[src/verilog/mips_params.svh]
`ifndef MIPS_PARAMS_SVH
`define MIPS_PARAMS_SVH

`define MIPS_WORD_W    32
`define MIPS_REG_AW    5
`define MIPS_RESET_PC  32'h0000_3000
`define MIPS_RA        5'd31

// Primary opcodes
`define MIPS_OP_SPECIAL 6'h00
`define MIPS_OP_J       6'h02
`define MIPS_OP_JAL     6'h03
`define MIPS_OP_BEQ     6'h04
`define MIPS_OP_ORI     6'h0d
`define MIPS_OP_LUI     6'h0f
`define MIPS_OP_LW      6'h23
`define MIPS_OP_SW      6'h2b

// Function field under SPECIAL
`define MIPS_FN_ADDU    6'h21
`define MIPS_FN_SUBU    6'h23

`endif

[src/verilog/mips_pkg.sv]
`include "mips_params.svh"

package mips_pkg;

    typedef logic [`MIPS_WORD_W-1:0] word_t;
    typedef logic [`MIPS_REG_AW-1:0] reg_idx_t;

    typedef enum logic [1:0] {
        ALU_ADD = 2'd0,
        ALU_SUB = 2'd1,
        ALU_OR  = 2'd2,
        ALU_LUI = 2'd3
    } alu_op_t;

    // Value written back to the register file
    typedef enum logic [1:0] {
        WB_ALU = 2'd0,
        WB_MEM = 2'd1,
        WB_PC8 = 2'd2
    } wb_src_t;

    typedef struct packed {
        alu_op_t  alu_op;
        logic     b_is_imm;
        logic     zero_ext;
        logic     mem_we;
        logic     reg_we;
        wb_src_t  wb_src;
        reg_idx_t dest;
    } ctrl_t;

    typedef struct packed {
        word_t instr;
        word_t pc;
    } fd_t;

    // Operands here are already final
    typedef struct packed {
        word_t pc;
        ctrl_t ctrl;
        word_t rs_val;
        word_t rt_val;
        word_t imm32;
    } de_t;

    typedef struct packed {
        word_t pc;
        ctrl_t ctrl;
        word_t alu_res;
        word_t rt_val;
    } em_t;

    typedef struct packed {
        word_t pc;
        ctrl_t ctrl;
        word_t alu_res;
        word_t mem_rdata;
    } mw_t;

endpackage

[src/verilog/result_if.sv]
`timescale 1ns/1ps

// One stage's pending register write, as seen from decode
interface result_if;
    import mips_pkg::*;

    logic     we;
    reg_idx_t dest;
    word_t    data;
    logic     ready;

    modport src (
        output we, dest, data, ready
    );

    modport sink (
        input we, dest, data, ready
    );

endinterface
[src/verilog/decode_unit.sv]
`timescale 1ns/1ps
`include "mips_params.svh"

module decode_unit (
    input  mips_pkg::fd_t      fd,
    result_if.sink             ex_res,
    result_if.sink             mem_res,
    result_if.sink             wb_res,
    output mips_pkg::reg_idx_t rs_idx,
    output mips_pkg::reg_idx_t rt_idx,
    input  mips_pkg::word_t    rs_val,
    input  mips_pkg::word_t    rt_val,
    output logic               stall,
    output logic               redirect,
    output mips_pkg::word_t    target,
    output mips_pkg::de_t      de
);
    import mips_pkg::*;

    logic [5:0]  opcode;
    logic [5:0]  funct;
    logic [15:0] imm16;
    word_t       pc_plus_4;
    word_t       imm32;
    word_t       branch_target;
    word_t       jump_target;
    ctrl_t       ctrl;
    logic        is_branch;
    logic        is_jump;
    logic        branch_eq;
    reg_idx_t    src_idx [2];
    word_t       src_reg [2];
    word_t       src_val [2];
    logic        src_used [2];
    logic        src_wait [2];

    assign opcode    = fd.instr[31:26];
    assign funct     = fd.instr[5:0];
    assign imm16     = fd.instr[15:0];
    assign rs_idx    = fd.instr[25:21];
    assign rt_idx    = fd.instr[20:16];
    assign pc_plus_4 = fd.pc + 32'd4;

    always_comb begin
        ctrl        = '0;
        is_branch   = 1'b0;
        is_jump     = 1'b0;
        src_used[0] = 1'b0;
        src_used[1] = 1'b0;
        case (opcode)
            `MIPS_OP_SPECIAL: begin
                if (funct == `MIPS_FN_ADDU || funct == `MIPS_FN_SUBU) begin
                    ctrl.alu_op = (funct == `MIPS_FN_SUBU) ? ALU_SUB : ALU_ADD;
                    ctrl.reg_we = 1'b1;
                    ctrl.dest   = fd.instr[15:11];
                    src_used[0] = 1'b1;
                    src_used[1] = 1'b1;
                end
            end
            `MIPS_OP_ORI, `MIPS_OP_LUI: begin
                ctrl.alu_op   = (opcode == `MIPS_OP_LUI) ? ALU_LUI : ALU_OR;
                ctrl.b_is_imm = 1'b1;
                ctrl.zero_ext = 1'b1;
                ctrl.reg_we   = 1'b1;
                ctrl.dest     = rt_idx;
                src_used[0]   = (opcode == `MIPS_OP_ORI);
            end
            `MIPS_OP_LW: begin
                ctrl.b_is_imm = 1'b1;
                ctrl.reg_we   = 1'b1;
                ctrl.wb_src   = WB_MEM;
                ctrl.dest     = rt_idx;
                src_used[0]   = 1'b1;
            end
            `MIPS_OP_SW: begin
                ctrl.b_is_imm = 1'b1;
                ctrl.mem_we   = 1'b1;
                src_used[0]   = 1'b1;
                src_used[1]   = 1'b1;
            end
            `MIPS_OP_BEQ: begin
                is_branch   = 1'b1;
                src_used[0] = 1'b1;
                src_used[1] = 1'b1;
            end
            `MIPS_OP_J: is_jump = 1'b1;
            `MIPS_OP_JAL: begin
                is_jump     = 1'b1;
                ctrl.reg_we = 1'b1;
                ctrl.wb_src = WB_PC8;
                ctrl.dest   = `MIPS_RA;
            end
            default: ;
        endcase
    end

    assign imm32 = ctrl.zero_ext ? {16'h0000, imm16} : {{16{imm16[15]}}, imm16};

    assign src_idx[0] = rs_idx;
    assign src_idx[1] = rt_idx;
    assign src_reg[0] = rs_val;
    assign src_reg[1] = rt_val;

    // Youngest producer wins
    always_comb begin
        for (int i = 0; i < 2; i++) begin
            src_val[i]  = src_reg[i];
            src_wait[i] = 1'b0;
            if (ex_res.we && ex_res.dest == src_idx[i]) begin
                src_val[i]  = ex_res.data;
                src_wait[i] = !ex_res.ready;
            end else if (mem_res.we && mem_res.dest == src_idx[i]) begin
                src_val[i]  = mem_res.data;
                src_wait[i] = !mem_res.ready;
            end else if (wb_res.we && wb_res.dest == src_idx[i]) begin
                src_val[i]  = wb_res.data;
                src_wait[i] = !wb_res.ready;
            end
        end
    end

    assign stall = (src_used[0] && src_wait[0]) || (src_used[1] && src_wait[1]);

    assign branch_eq     = (src_val[0] == src_val[1]);
    assign branch_target = pc_plus_4 + {imm32[29:0], 2'b00};
    assign jump_target   = {pc_plus_4[31:28], fd.instr[25:0], 2'b00};

    // A branch only resolves on final operands
    assign redirect = is_jump || (is_branch && branch_eq && !src_wait[0] && !src_wait[1]);
    assign target   = is_jump ? jump_target : branch_target;

    assign de = '{pc: fd.pc, ctrl: ctrl, rs_val: src_val[0], rt_val: src_val[1], imm32: imm32};

    no_redirect_on_stall: assert final (!(redirect && stall));

endmodule

[src/verilog/execute_unit.sv]
`timescale 1ns/1ps

module execute_unit (
    input  mips_pkg::de_t de,
    result_if.src         ex_res,
    output mips_pkg::em_t em
);
    import mips_pkg::*;

    word_t alu_b;
    word_t alu_out;
    logic  is_link;

    assign alu_b = de.ctrl.b_is_imm ? de.imm32 : de.rt_val;

    always_comb begin
        case (de.ctrl.alu_op)
            ALU_ADD: alu_out = de.rs_val + alu_b;
            ALU_SUB: alu_out = de.rs_val - alu_b;
            ALU_OR:  alu_out = de.rs_val | alu_b;
            ALU_LUI: alu_out = {alu_b[15:0], 16'h0000};
            default: alu_out = '0;
        endcase
    end

    assign is_link = (de.ctrl.wb_src == WB_PC8);

    // Only the link address is final in this stage
    assign ex_res.we    = de.ctrl.reg_we && (de.ctrl.dest != '0);
    assign ex_res.dest  = de.ctrl.dest;
    assign ex_res.data  = is_link ? de.pc + 32'd8 : alu_out;
    assign ex_res.ready = is_link;

    assign em = '{pc: de.pc, ctrl: de.ctrl, alu_res: alu_out, rt_val: de.rt_val};

endmodule

[src/verilog/fetch_unit.sv]
`timescale 1ns/1ps
`include "mips_params.svh"

module fetch_unit (
    input  logic            clk,
    input  logic            reset,
    input  logic            stall,
    input  logic            redirect,
    input  mips_pkg::word_t target,
    output mips_pkg::word_t pc,
    output mips_pkg::word_t pc_plus_4
);
    import mips_pkg::*;

    assign pc_plus_4 = pc + 32'd4;

    // Redirect arrives while the delay slot is being fetched
    always_ff @(posedge clk) begin
        if (reset) begin
            pc <= `MIPS_RESET_PC;
        end else if (!stall) begin
            if (redirect) begin
                pc <= target;
            end else begin
                pc <= pc_plus_4;
            end
        end
    end

    pc_word_aligned: assert property (
        @(posedge clk) disable iff (reset) pc[1:0] == 2'b00
    );

endmodule

[src/verilog/mem_writeback.sv]
`timescale 1ns/1ps

module mem_writeback (
    input  logic               clk,
    input  logic               reset,
    input  mips_pkg::em_t      em,
    result_if.src              mem_res,
    result_if.src              wb_res,
    input  mips_pkg::word_t    m_data_rdata,
    output mips_pkg::word_t    m_data_addr,
    output mips_pkg::word_t    m_data_wdata,
    output mips_pkg::word_t    m_inst_addr,
    output logic [3:0]         m_data_byteen,
    output logic               w_grf_we,
    output mips_pkg::reg_idx_t w_grf_addr,
    output mips_pkg::word_t    w_grf_wdata,
    output mips_pkg::word_t    w_inst_addr
);
    import mips_pkg::*;

    mw_t   mw_d;
    mw_t   mw;
    word_t wb_data;
    logic  wb_we;

    // Word stores only
    assign m_data_addr   = em.alu_res;
    assign m_data_wdata  = em.rt_val;
    assign m_inst_addr   = em.pc;
    assign m_data_byteen = {4{em.ctrl.mem_we}};

    assign mem_res.we    = em.ctrl.reg_we && (em.ctrl.dest != '0);
    assign mem_res.dest  = em.ctrl.dest;
    assign mem_res.data  = (em.ctrl.wb_src == WB_PC8) ? em.pc + 32'd8 : em.alu_res;
    assign mem_res.ready = (em.ctrl.wb_src != WB_MEM);

    assign mw_d = '{pc: em.pc, ctrl: em.ctrl, alu_res: em.alu_res, mem_rdata: m_data_rdata};

    pipe_reg #(.payload_t(mw_t)) u_mw_reg (
        .clk    (clk),
        .reset  (reset),
        .hold   (1'b0),
        .bubble (1'b0),
        .d      (mw_d),
        .q      (mw)
    );

    always_comb begin
        case (mw.ctrl.wb_src)
            WB_MEM:  wb_data = mw.mem_rdata;
            WB_PC8:  wb_data = mw.pc + 32'd8;
            default: wb_data = mw.alu_res;
        endcase
    end

    assign wb_we = mw.ctrl.reg_we && (mw.ctrl.dest != '0);

    assign wb_res.we    = wb_we;
    assign wb_res.dest  = mw.ctrl.dest;
    assign wb_res.data  = wb_data;
    assign wb_res.ready = 1'b1;

    assign w_grf_we    = wb_we;
    assign w_grf_addr  = mw.ctrl.dest;
    assign w_grf_wdata = wb_data;
    assign w_inst_addr = mw.pc;

endmodule

[src/verilog/mips_core.sv]
`timescale 1ns/1ps

module mips_core (
    input  logic               clk,
    input  logic               reset,
    input  mips_pkg::word_t    i_inst_rdata,
    output mips_pkg::word_t    i_inst_addr,
    input  mips_pkg::word_t    m_data_rdata,
    output mips_pkg::word_t    m_data_addr,
    output mips_pkg::word_t    m_data_wdata,
    output mips_pkg::word_t    m_inst_addr,
    output logic [3:0]         m_data_byteen,
    output logic               w_grf_we,
    output mips_pkg::reg_idx_t w_grf_addr,
    output mips_pkg::word_t    w_grf_wdata,
    output mips_pkg::word_t    w_inst_addr
);
    import mips_pkg::*;

    logic     stall;
    logic     redirect;
    word_t    target;
    word_t    pc;
    fd_t      fd_d;
    fd_t      fd_q;
    reg_idx_t rs_idx;
    reg_idx_t rt_idx;
    word_t    rs_val;
    word_t    rt_val;
    de_t      de_d;
    de_t      de_q;
    em_t      em_d;
    em_t      em_q;

    result_if ex_res ();
    result_if mem_res ();
    result_if wb_res ();

    fetch_unit u_fetch (
        .clk       (clk),
        .reset     (reset),
        .stall     (stall),
        .redirect  (redirect),
        .target    (target),
        .pc        (pc),
        .pc_plus_4 ()
    );

    assign i_inst_addr = pc;
    assign fd_d = '{instr: i_inst_rdata, pc: pc};

    pipe_reg #(.payload_t(fd_t)) u_fd_reg (
        .clk (clk), .reset (reset), .hold (stall), .bubble (1'b0), .d (fd_d), .q (fd_q)
    );

    reg_file u_reg_file (
        .clk    (clk),
        .reset  (reset),
        .rs_idx (rs_idx),
        .rt_idx (rt_idx),
        .rs_val (rs_val),
        .rt_val (rt_val),
        .wr     (wb_res)
    );

    decode_unit u_decode (
        .fd       (fd_q),
        .ex_res   (ex_res),
        .mem_res  (mem_res),
        .wb_res   (wb_res),
        .rs_idx   (rs_idx),
        .rt_idx   (rt_idx),
        .rs_val   (rs_val),
        .rt_val   (rt_val),
        .stall    (stall),
        .redirect (redirect),
        .target   (target),
        .de       (de_d)
    );

    // Stalled instruction stays in F/D while execute gets a bubble
    pipe_reg #(.payload_t(de_t)) u_de_reg (
        .clk (clk), .reset (reset), .hold (1'b0), .bubble (stall), .d (de_d), .q (de_q)
    );

    execute_unit u_execute (
        .de     (de_q),
        .ex_res (ex_res),
        .em     (em_d)
    );

    pipe_reg #(.payload_t(em_t)) u_em_reg (
        .clk (clk), .reset (reset), .hold (1'b0), .bubble (1'b0), .d (em_d), .q (em_q)
    );

    mem_writeback u_mem_wb (
        .clk           (clk),
        .reset         (reset),
        .em            (em_q),
        .mem_res       (mem_res),
        .wb_res        (wb_res),
        .m_data_rdata  (m_data_rdata),
        .m_data_addr   (m_data_addr),
        .m_data_wdata  (m_data_wdata),
        .m_inst_addr   (m_inst_addr),
        .m_data_byteen (m_data_byteen),
        .w_grf_we      (w_grf_we),
        .w_grf_addr    (w_grf_addr),
        .w_grf_wdata   (w_grf_wdata),
        .w_inst_addr   (w_inst_addr)
    );

endmodule

[src/verilog/pipe_reg.sv]
`timescale 1ns/1ps

module pipe_reg #(
    parameter type payload_t = logic
) (
    input  logic     clk,
    input  logic     reset,
    input  logic     hold,
    input  logic     bubble,
    input  payload_t d,
    output payload_t q
);

    // A bubble is the all-zero payload, which carries no writes
    always_ff @(posedge clk) begin
        if (reset || bubble) begin
            q <= '0;
        end else if (!hold) begin
            q <= d;
        end
    end

    hold_bubble_exclusive: assert property (
        @(posedge clk) disable iff (reset) !(hold && bubble)
    );

endmodule

[src/verilog/reg_file.sv]
`timescale 1ns/1ps

module reg_file (
    input  logic               clk,
    input  logic               reset,
    input  mips_pkg::reg_idx_t rs_idx,
    input  mips_pkg::reg_idx_t rt_idx,
    output mips_pkg::word_t    rs_val,
    output mips_pkg::word_t    rt_val,
    result_if.sink             wr
);
    import mips_pkg::*;

    // Register 0 has no storage
    word_t regs [1:31];

    always_ff @(posedge clk) begin
        if (reset) begin
            for (int i = 1; i < 32; i++) begin
                regs[i] <= '0;
            end
        end else if (wr.we) begin
            regs[wr.dest] <= wr.data;
        end
    end

    // Decode forwards the writeback value since reads see the old one
    assign rs_val = (rs_idx == '0) ? '0 : regs[rs_idx];
    assign rt_val = (rt_idx == '0) ? '0 : regs[rt_idx];

    // The writeback stage filters out writes to register 0
    no_write_to_zero: assert property (
        @(posedge clk) disable iff (reset) wr.we |-> (wr.dest != '0)
    );

endmodule

[config.mk]
export PLATFORM = sky130hd
export DESIGN_NAME = mips_core
export DESIGN_NICKNAME = d
export VERILOG_FILES = /design/src/verilog/mips_pkg.sv /design/src/verilog/result_if.sv /design/src/verilog/decode_unit.sv /design/src/verilog/execute_unit.sv /design/src/verilog/fetch_unit.sv /design/src/verilog/mem_writeback.sv /design/src/verilog/mips_core.sv /design/src/verilog/pipe_reg.sv /design/src/verilog/reg_file.sv
export VERILOG_INCLUDE_DIRS = /design/src /design/src/verilog
export SDC_FILE = /design/constraint.sdc
export NUM_CORES = 2
export LEC_CHECK = 0
export ABC_AREA = 0
export BUFFER_PORTS_ARGS = -buffer_cell sky130_fd_sc_hd__buf_2
export CAP_MARGIN = 20
export CORE_MARGIN = 3
export CORE_UTILIZATION = 55
export DETAILED_ROUTE_END_ITERATION = 8
export PLACE_DENSITY = 0.73
export SYNTH_ARGS = -nofsm -noshare
export SYNTH_HDL_FRONTEND = slang
export SYNTH_SLANG_ARGS = --single-unit
[constraint.sdc]
create_clock -name clk -period 9.6 [get_ports clk]
set_clock_uncertainty 0.15 [all_clocks]
set_input_delay 2.88 -clock clk [delete_from_list [all_inputs] [get_ports clk]]
set_output_delay 2.88 -clock clk [all_outputs]
set_load 0.01 [all_outputs]
## Word level (Yosys, flattened, before mapping)

Memory sizes are Yosys's and may differ from the RTL's. A register that Yosys moved wholly into a read port is not among the register bits.
Cells that the tools add are included.

| cells by class | value |
|---|---|
| $add $sub $neg | 8 |
| eq/ne operators | 24 |
| muxes and demuxes | 49 |
| bitwise operators | 1 |
| reduce and logical (&&, ||, !) cells | 38 |

Operators by type and width:

| operator | number |
|---|---|
| $mux W32 | 14 |
| $pmux W32 S4 | 1 |
| $add A32 B4 Y32 const B | 3 |
| $add A32 B3 Y32 const B | 2 |
| $add A32 B32 Y32 | 2 |
| $pmux W32 S2 | 1 |
| $eq A32 B32 Y1 | 1 |
| $or A32 B32 Y32 | 1 |
| $reduce_or A32 Y1 | 1 |
| $sub A32 B32 Y32 | 1 |
| $eq A5 B5 Y1 | 6 |
| $mux W30 | 1 |
| $mux W5 | 6 |
| $eq A6 B6 Y1 const B | 4 |
| $mux W1 | 18 |
| $pmux W5 S3 | 1 |
| $reduce_bool A5 Y1 | 3 |
| $logic_and A1 B1 Y1 | 14 |
| $eq A6 B2 Y1 const B | 2 |
| $eq A6 B4 Y1 const B | 2 |
| $eq A2 B2 Y1 const B | 5 |
| $logic_not A5 Y1 | 2 |
| $pmux W2 S2 | 2 |
| $reduce_or A2 Y1 | 4 |
| 12 further kinds | 23 |

| word-level totals | value |
|---|---|
| register bits after elaboration | 444 |
| RAM bits | 992 |
| input bits | 66 |
| output and inout port bits | 202 |
| logic and storage cells | 148 |
| memories | 1 |

Memory list:

| memory | words | bits a word | read ports | clocked after Yosys merged registers in | wr ports | RTL line | RTL |
|---|---|---|---|---|---|---|---|
| u_reg_file.regs | 31 | 32 | 2 | 2 | 31 | reg_file.sv:15 | `word_t regs [1:31];` |

## Longest topological paths before layout

| depth | value |
|---|---|
| depth after elaboration | 12 |
| depth in mapped cells | 34 |
| depth with buffers taken out | 28 |

## Cells and area by module

From an unflattened synthesis, not the netlist that was laid out.

| second synthesis, totals | value |
|---|---|
| cell total of the unflattened synthesis | 7,461 |
| area total of the unflattened synthesis | 86,264.0 µm² |

By module, submodules not included:

| module | times used | cells each | area each (µm²) | sequential area each (µm²) |
|---|---|---|---|---|
| reg_file | 1 | 3,506 | 54,165.7 | 30,749.5 |
| pipe_reg at u_em_reg ... | 2 | 352 | 3,831.2 | 2,182.1 |
| decode_unit | 1 | 1,005 | 6,314.8 | 0.0 |
| execute_unit | 1 | 775 | 5,129.9 | 0.0 |
| pipe_reg at u_de_reg | 1 | 456 | 5,054.8 | 2,822.7 |
| mem_writeback | 1 | 497 | 3,218.1 | 0.0 |
| fetch_unit | 1 | 310 | 2,366.0 | 640.6 |
| pipe_reg at u_fd_reg | 1 | 207 | 2,348.5 | 1,281.2 |
| mips_core | 1 | 1 | 3.8 | 0.0 |

## Least setup slack after synthesis

Ideal clock, no wire load.

| path | value |
|---|---|
| kind | register to register |
| start | register u_de_reg.q[106] (netlist name) |
| end | register u_fetch.pc[3] |
| setup time | 0.117 ns |
| arrival time | 7.115 ns |
| data required time | 9.333 ns |
| setup slack | 2.218 ns |
| cell stages (with the launch flop) | 33 |
| buffers on the path | 5 |
| period minus slack after synthesis | 7.382 ns |
| path through | dfxtp_1 buf_2 buf_2 buf_2 buf_2 mux2i_1 ha_1 o21ai_0 nand3b_1 or3_1 nand2b_1 nor3_1 o21ai_0 o41ai_1 xnor2_1 o21ai_0 ha_1 and4_1 and3_1 a32o_1 a21o_1 nor4b_1 o41a_1 nor3b_1 a2111oi_2 o2111ai_1 nor4_1 nand4_1 nor2_4 buf_2 mux2i_1 nand2_1 a32o_1 |

| on the way | value |
|---|---|
| word-level cells in the longest chain between the ends | 11 |
| elaborated cells on any way between the ends | 14 |
| classes of those cells | 2 x add/sub; 1 x eq/ne; 6 x mux; 1 x bitwise; 4 x reduce/logical |

Ends and longest elaborated chain:

| item | RTL line | RTL |
|---|---|---|
| from (decl) | pipe_reg.sv:11 | `output payload_t q` |
| from (signal assigned) | pipe_reg.sv:17 | `q <= '0;` |
| from (signal assigned) | pipe_reg.sv:19 | `q <= d;` |
| $mux W32 * | execute_unit.sv:14 | `assign alu_b = de.ctrl.b_is_imm ? de.imm32 : de.rt_val;` |
| $sub A32 B32 Y32, or another cell as far along | execute_unit.sv:19 | `ALU_SUB: alu_out = de.rs_val - alu_b;` |
| $pmux W32 S4 * | execute_unit.sv:17 | `case (de.ctrl.alu_op)` |
| $mux W32 * | execute_unit.sv:31 | `assign ex_res.data = is_link ? de.pc + 32'd8 : alu_out;` |
| $mux W32 | decode_unit.sv:109 | `if (ex_res.we && ex_res.dest == src_idx[i]) begin` |
| $eq A32 B32 Y1 * | decode_unit.sv:124 | `assign branch_eq = (src_val[0] == src_val[1]);` |
| $logic_and A1 B1 Y1 * (3 in a row) | decode_unit.sv:129 | `assign redirect = is_jump \|\| (is_branch && branch_eq && !src_wait[0] && !src_wait[1]);` |
| $logic_or A1 B1 Y1 * | decode_unit.sv:129 |  |
| $mux W32 * | fetch_unit.sv:22 | `if (redirect) begin` |
| to (signal assigned) | fetch_unit.sv:20 | `` pc <= `MIPS_RESET_PC; `` |
| to (signal assigned) | fetch_unit.sv:23 | `pc <= target;` |
| to (signal assigned) | fetch_unit.sv:25 | `pc <= pc_plus_4;` |
| to (decl) | fetch_unit.sv:10 | `output mips_pkg::word_t pc,` |

Mark *: on every way between the ends. The rest lies on a longest branch, timed or not.
A chain may end at the register's enable or synchronous reset.

## Worst setup path in the final report

Same ends and word-level chain as after synthesis.

==> impl_metrics.csv <==
group,metric,value,unit
power,irDropWorstVdd,0.204,mV
power,p_leak,0.0308,uW
cts,cts.sinks,1465,
worst_setup_path,cpMaxStageDelayCell,"dfxtp_2",
logic_synthesis,syn_area,78700,um2
power,pwr-share-seq,44.9,%
logic_synthesis,synth_cell_type_count,96,
logic_synthesis,ys_warn_count,0,
global_routing,antenna_found_initial,23,
worst_setup_path,cpMostUsedCell,"buf_4",
floorplanning,start_util,55.5,%
cts,clk_pin_slew,0.06,ns
worst_setup_path,cpLargestDelayFamily,"compound AO/OA/AOI/OAI gates",
timing,slew_headroom,14.4,%
worst_setup_path,cp.arrival,9.31,ns
worst_setup_path,worstPathRequired,10.17,ns
logic_synthesis,synthFlopType,"edfxtp_1",
floorplanning,io_pins,268,
global_routing,grt_max_degree,102,
detailed_routing,vias,64811,
power,p_clk_share,38.4,%
timing,fmax,114,MHz
logic_synthesis,ys_async_sr_fraction,0,%
logic_synthesis,synth_top_area_share,39.1,%
timing,post-route-min-period,8.75,ns
floorplanning,core_area,142000,um2
cts,cts_buffer_depth,3,
layout,layout.nets,7089,
global_routing,grt_pass1_vias,61263,
logic_synthesis,ys_ff_latch,1465,
global_routing,gr-total-overflow,0,
cts,htreeDepth,4,
timing,maxSlewViolCount,0,
timing,fin_crit_sh,91.1,%
outcome,outcome,"complete, but fails checks",
timing,tns,0,ns
detailed_routing,drc,14,
logic_synthesis,synthTopCellsByCount,"nor2_1, edfxtp_1, nand2_1, mux4_2, dfxtp_1",
timing,rsz0062_at_grt,"false",
worst_setup_path,start_kind,"flop",
power,switching_share,29.7,%
cts,cts_buffers,156,
logic_synthesis,synth_edf_count,1024,
cts,clkLatencyLatePin,0.85,ns
worst_setup_path,cp_num_buf_inv,4,
layout,fin_util,61.1,%
floorplanning,die_h,384,um
power,power.density,189,nW/um2
placed_design,io_buffers,267,
layout,synthToLayoutAreaGrowth,9.99,%
power,comb_power_share,16.7,%
logic_synthesis,syn-mean-instance-area,11.2,um2
layout,fill_cells,11046,
job,cap_violations,0,
logic_synthesis,synth.largest_area_cell,"edfxtp_1",
floorplanning,placementRows,138,
detailed_routing,wire_per_inst,36.6,um
logic_synthesis,synth.area.top_cells,"edfxtp_1, mux4_2, dfxtp_1, nor2_1, nand2_1",
placed_design,dp_hpwl,223000,um
timing,worst_slew_pin_slew,1.28,ns
detailed_routing,vias_per_cell,7.21,
outcome,violations,"DRC",
hold_path,min_path_type,"reg -> reg",
detailed_routing,drt_iter0_drc,12112,
layout,drive_gt1_share,19.5,%
detailed_routing,finalWirelength,329000,um
power,intPower,11500,uW
cts,root_buffer,"clkbuf_16",
floorplanning,die_w,384,um
worst_setup_path,setup.worst_path.class,"reg -> reg",
placed_design,place_congestion,1.06,
logic_synthesis,syn_inst,7013,
timing,finalHoldViolCount,0,
worst_setup_path,crit_path_max_fanout,24,
detailed_routing,drtAntennaViolNets,0,
global_routing,grtUsageTotal,43.7,%
cts,cts_tree,"done",
floorplanning,dieArea,148000,um2
worst_setup_path,slowest_delay,0.66,ns
power,p_sw,4860,uW
logic_synthesis,ys_seq_area_share,50.3,%
detailed_routing,drtPass1Iterations,9,
global_routing,grt_pass1_wl,455000,um
logic_synthesis,yosysMostFrequentCell,"nor2_1",
timing,setup_viol,0,
worst_setup_path,critPathCaptureType,"flop",
==> layout make-up <==
type	count	area (um2)	area share, %
well taps	1890	2360	2.73
inverters	102	385	0.445
clock buffers	190	4200	4.85
clock inverters	97	1080	1.25
flip-flops and latches	1465	39600	45.8
repair buffers	471	3020	3.48
diodes	15	37.5	0.0434
multi-input cells	4756	35900	41.5
==> metrics by stage <==
stage / hold WS [ns] / area [um2] / instances / setup slack (ns) / power, uW
3_5_place_dp: 0.305 / 81200 / 8678 / 0.499 / 10000
2_1_floorplan: 0.264 / 78800 / 7044 / 2.22 / 8910
5_1_grt: 0.311 / 86500 / 8972 / 0.265 / 16700
4_1_cts: 0.293 / 86500 / 8965 / 0.463 / 16200
3_3_place_gp: 0.297 / 81200 / 8676 / 0.696 / 10000
6_report: 0.293 / 86600 / 8986 / 0.853 / 16400
==> power groups by stage <==
stage / logic, uW / registers [uW] / clock network, uW
final: 2730 / 7350 / 6290
after global routing: 2780 / 7350 / 6530
after CTS: 2590 / 7330 / 6280
after detailed placement: 2570 / 7460 / 0
after global placement: 2570 / 7440 / 0
after floorplan: 1660 / 7250 / 0
==> what timing repair did <==
item,4_1_cts,5_1_grt
hold buffers,0,0
endpoints found under the setup margin,0,22
buffers inserted,0,1
gates resized for setup,0,1
==> layer usage <==
| metal | vias to the layer above | part of all wire [%] | routed length (um) | track usage, % |
|---|---|---|---|---|
| li1 | 25641 | - | - | - |
| met1 | 31611 | 34 | 112000 | 56.2 |
| met2 | 6150 | 42 | 138000 | 62.0 |
| met3 | 1389 | 16 | 52000 | 17.0 |
| met4 | 20 | 8.1 | 26500 | 27.5 |
| met5 | - | 0.17 | 560 | 0.298 |
==> final timing paths <==
| check | startpoint | to | slack (ns) | depth (start not counted) |
|---|---|---|---|---|
| max | u_de_reg.q[106] | u_fetch.pc[3] | 0.85 | 30 |
| min | u_de_reg.q[111] | u_em_reg.q[79] | 0.29 | 1 |
| min reg2reg | u_de_reg.q[111] | u_em_reg.q[79] | 0.29 | 1 |
| max reg2reg | u_de_reg.q[106] | u_fetch.pc[3] | 0.85 | 30 |
==> kinds of logic (layout without fill, tap and decap cells) <==
logic type	after synthesis	count (layout)	share of synthesized area, %
simple gates	2716	2716	15.5
fa+ha+maj	71	71	1.15
flops	1465	1465	50.3
xor+xnor	224	224	2.49
compound gates	1019	1019	8.70
other cells	1	47	0.00476
buf+inv	823	860	4.91
mux	694	694	17.0
==> registers in the layout, summed over array words and instances (netlist names), named ones only <==
signal	count
u_de_reg.q	126
u_em_reg.q	105
u_fd_reg.q	64
u_fetch.pc	32
u_mem_wb.u_mw_reg.q	104
u_reg_file.regs	1024
==> cells in the final DEF, fill, tap and decap left out, types with 76 or more instances in the layout <==
master,instances
dfxtp_1,429
buf_2,268
edfxtp_1,1024
inv_1,96
xor2_1,76
mux4_2,509
mux2i_1,158
o21ai_0,168
and3_1,133
nor2_1,1305
nand2_1,497
a21oi_1,286
xnor2_1,148
nor3_1,113
nor2b_1,205
clkbuf_16,161
buf_4,188
nand3_1,135
(Power assumes the default switching activity.)
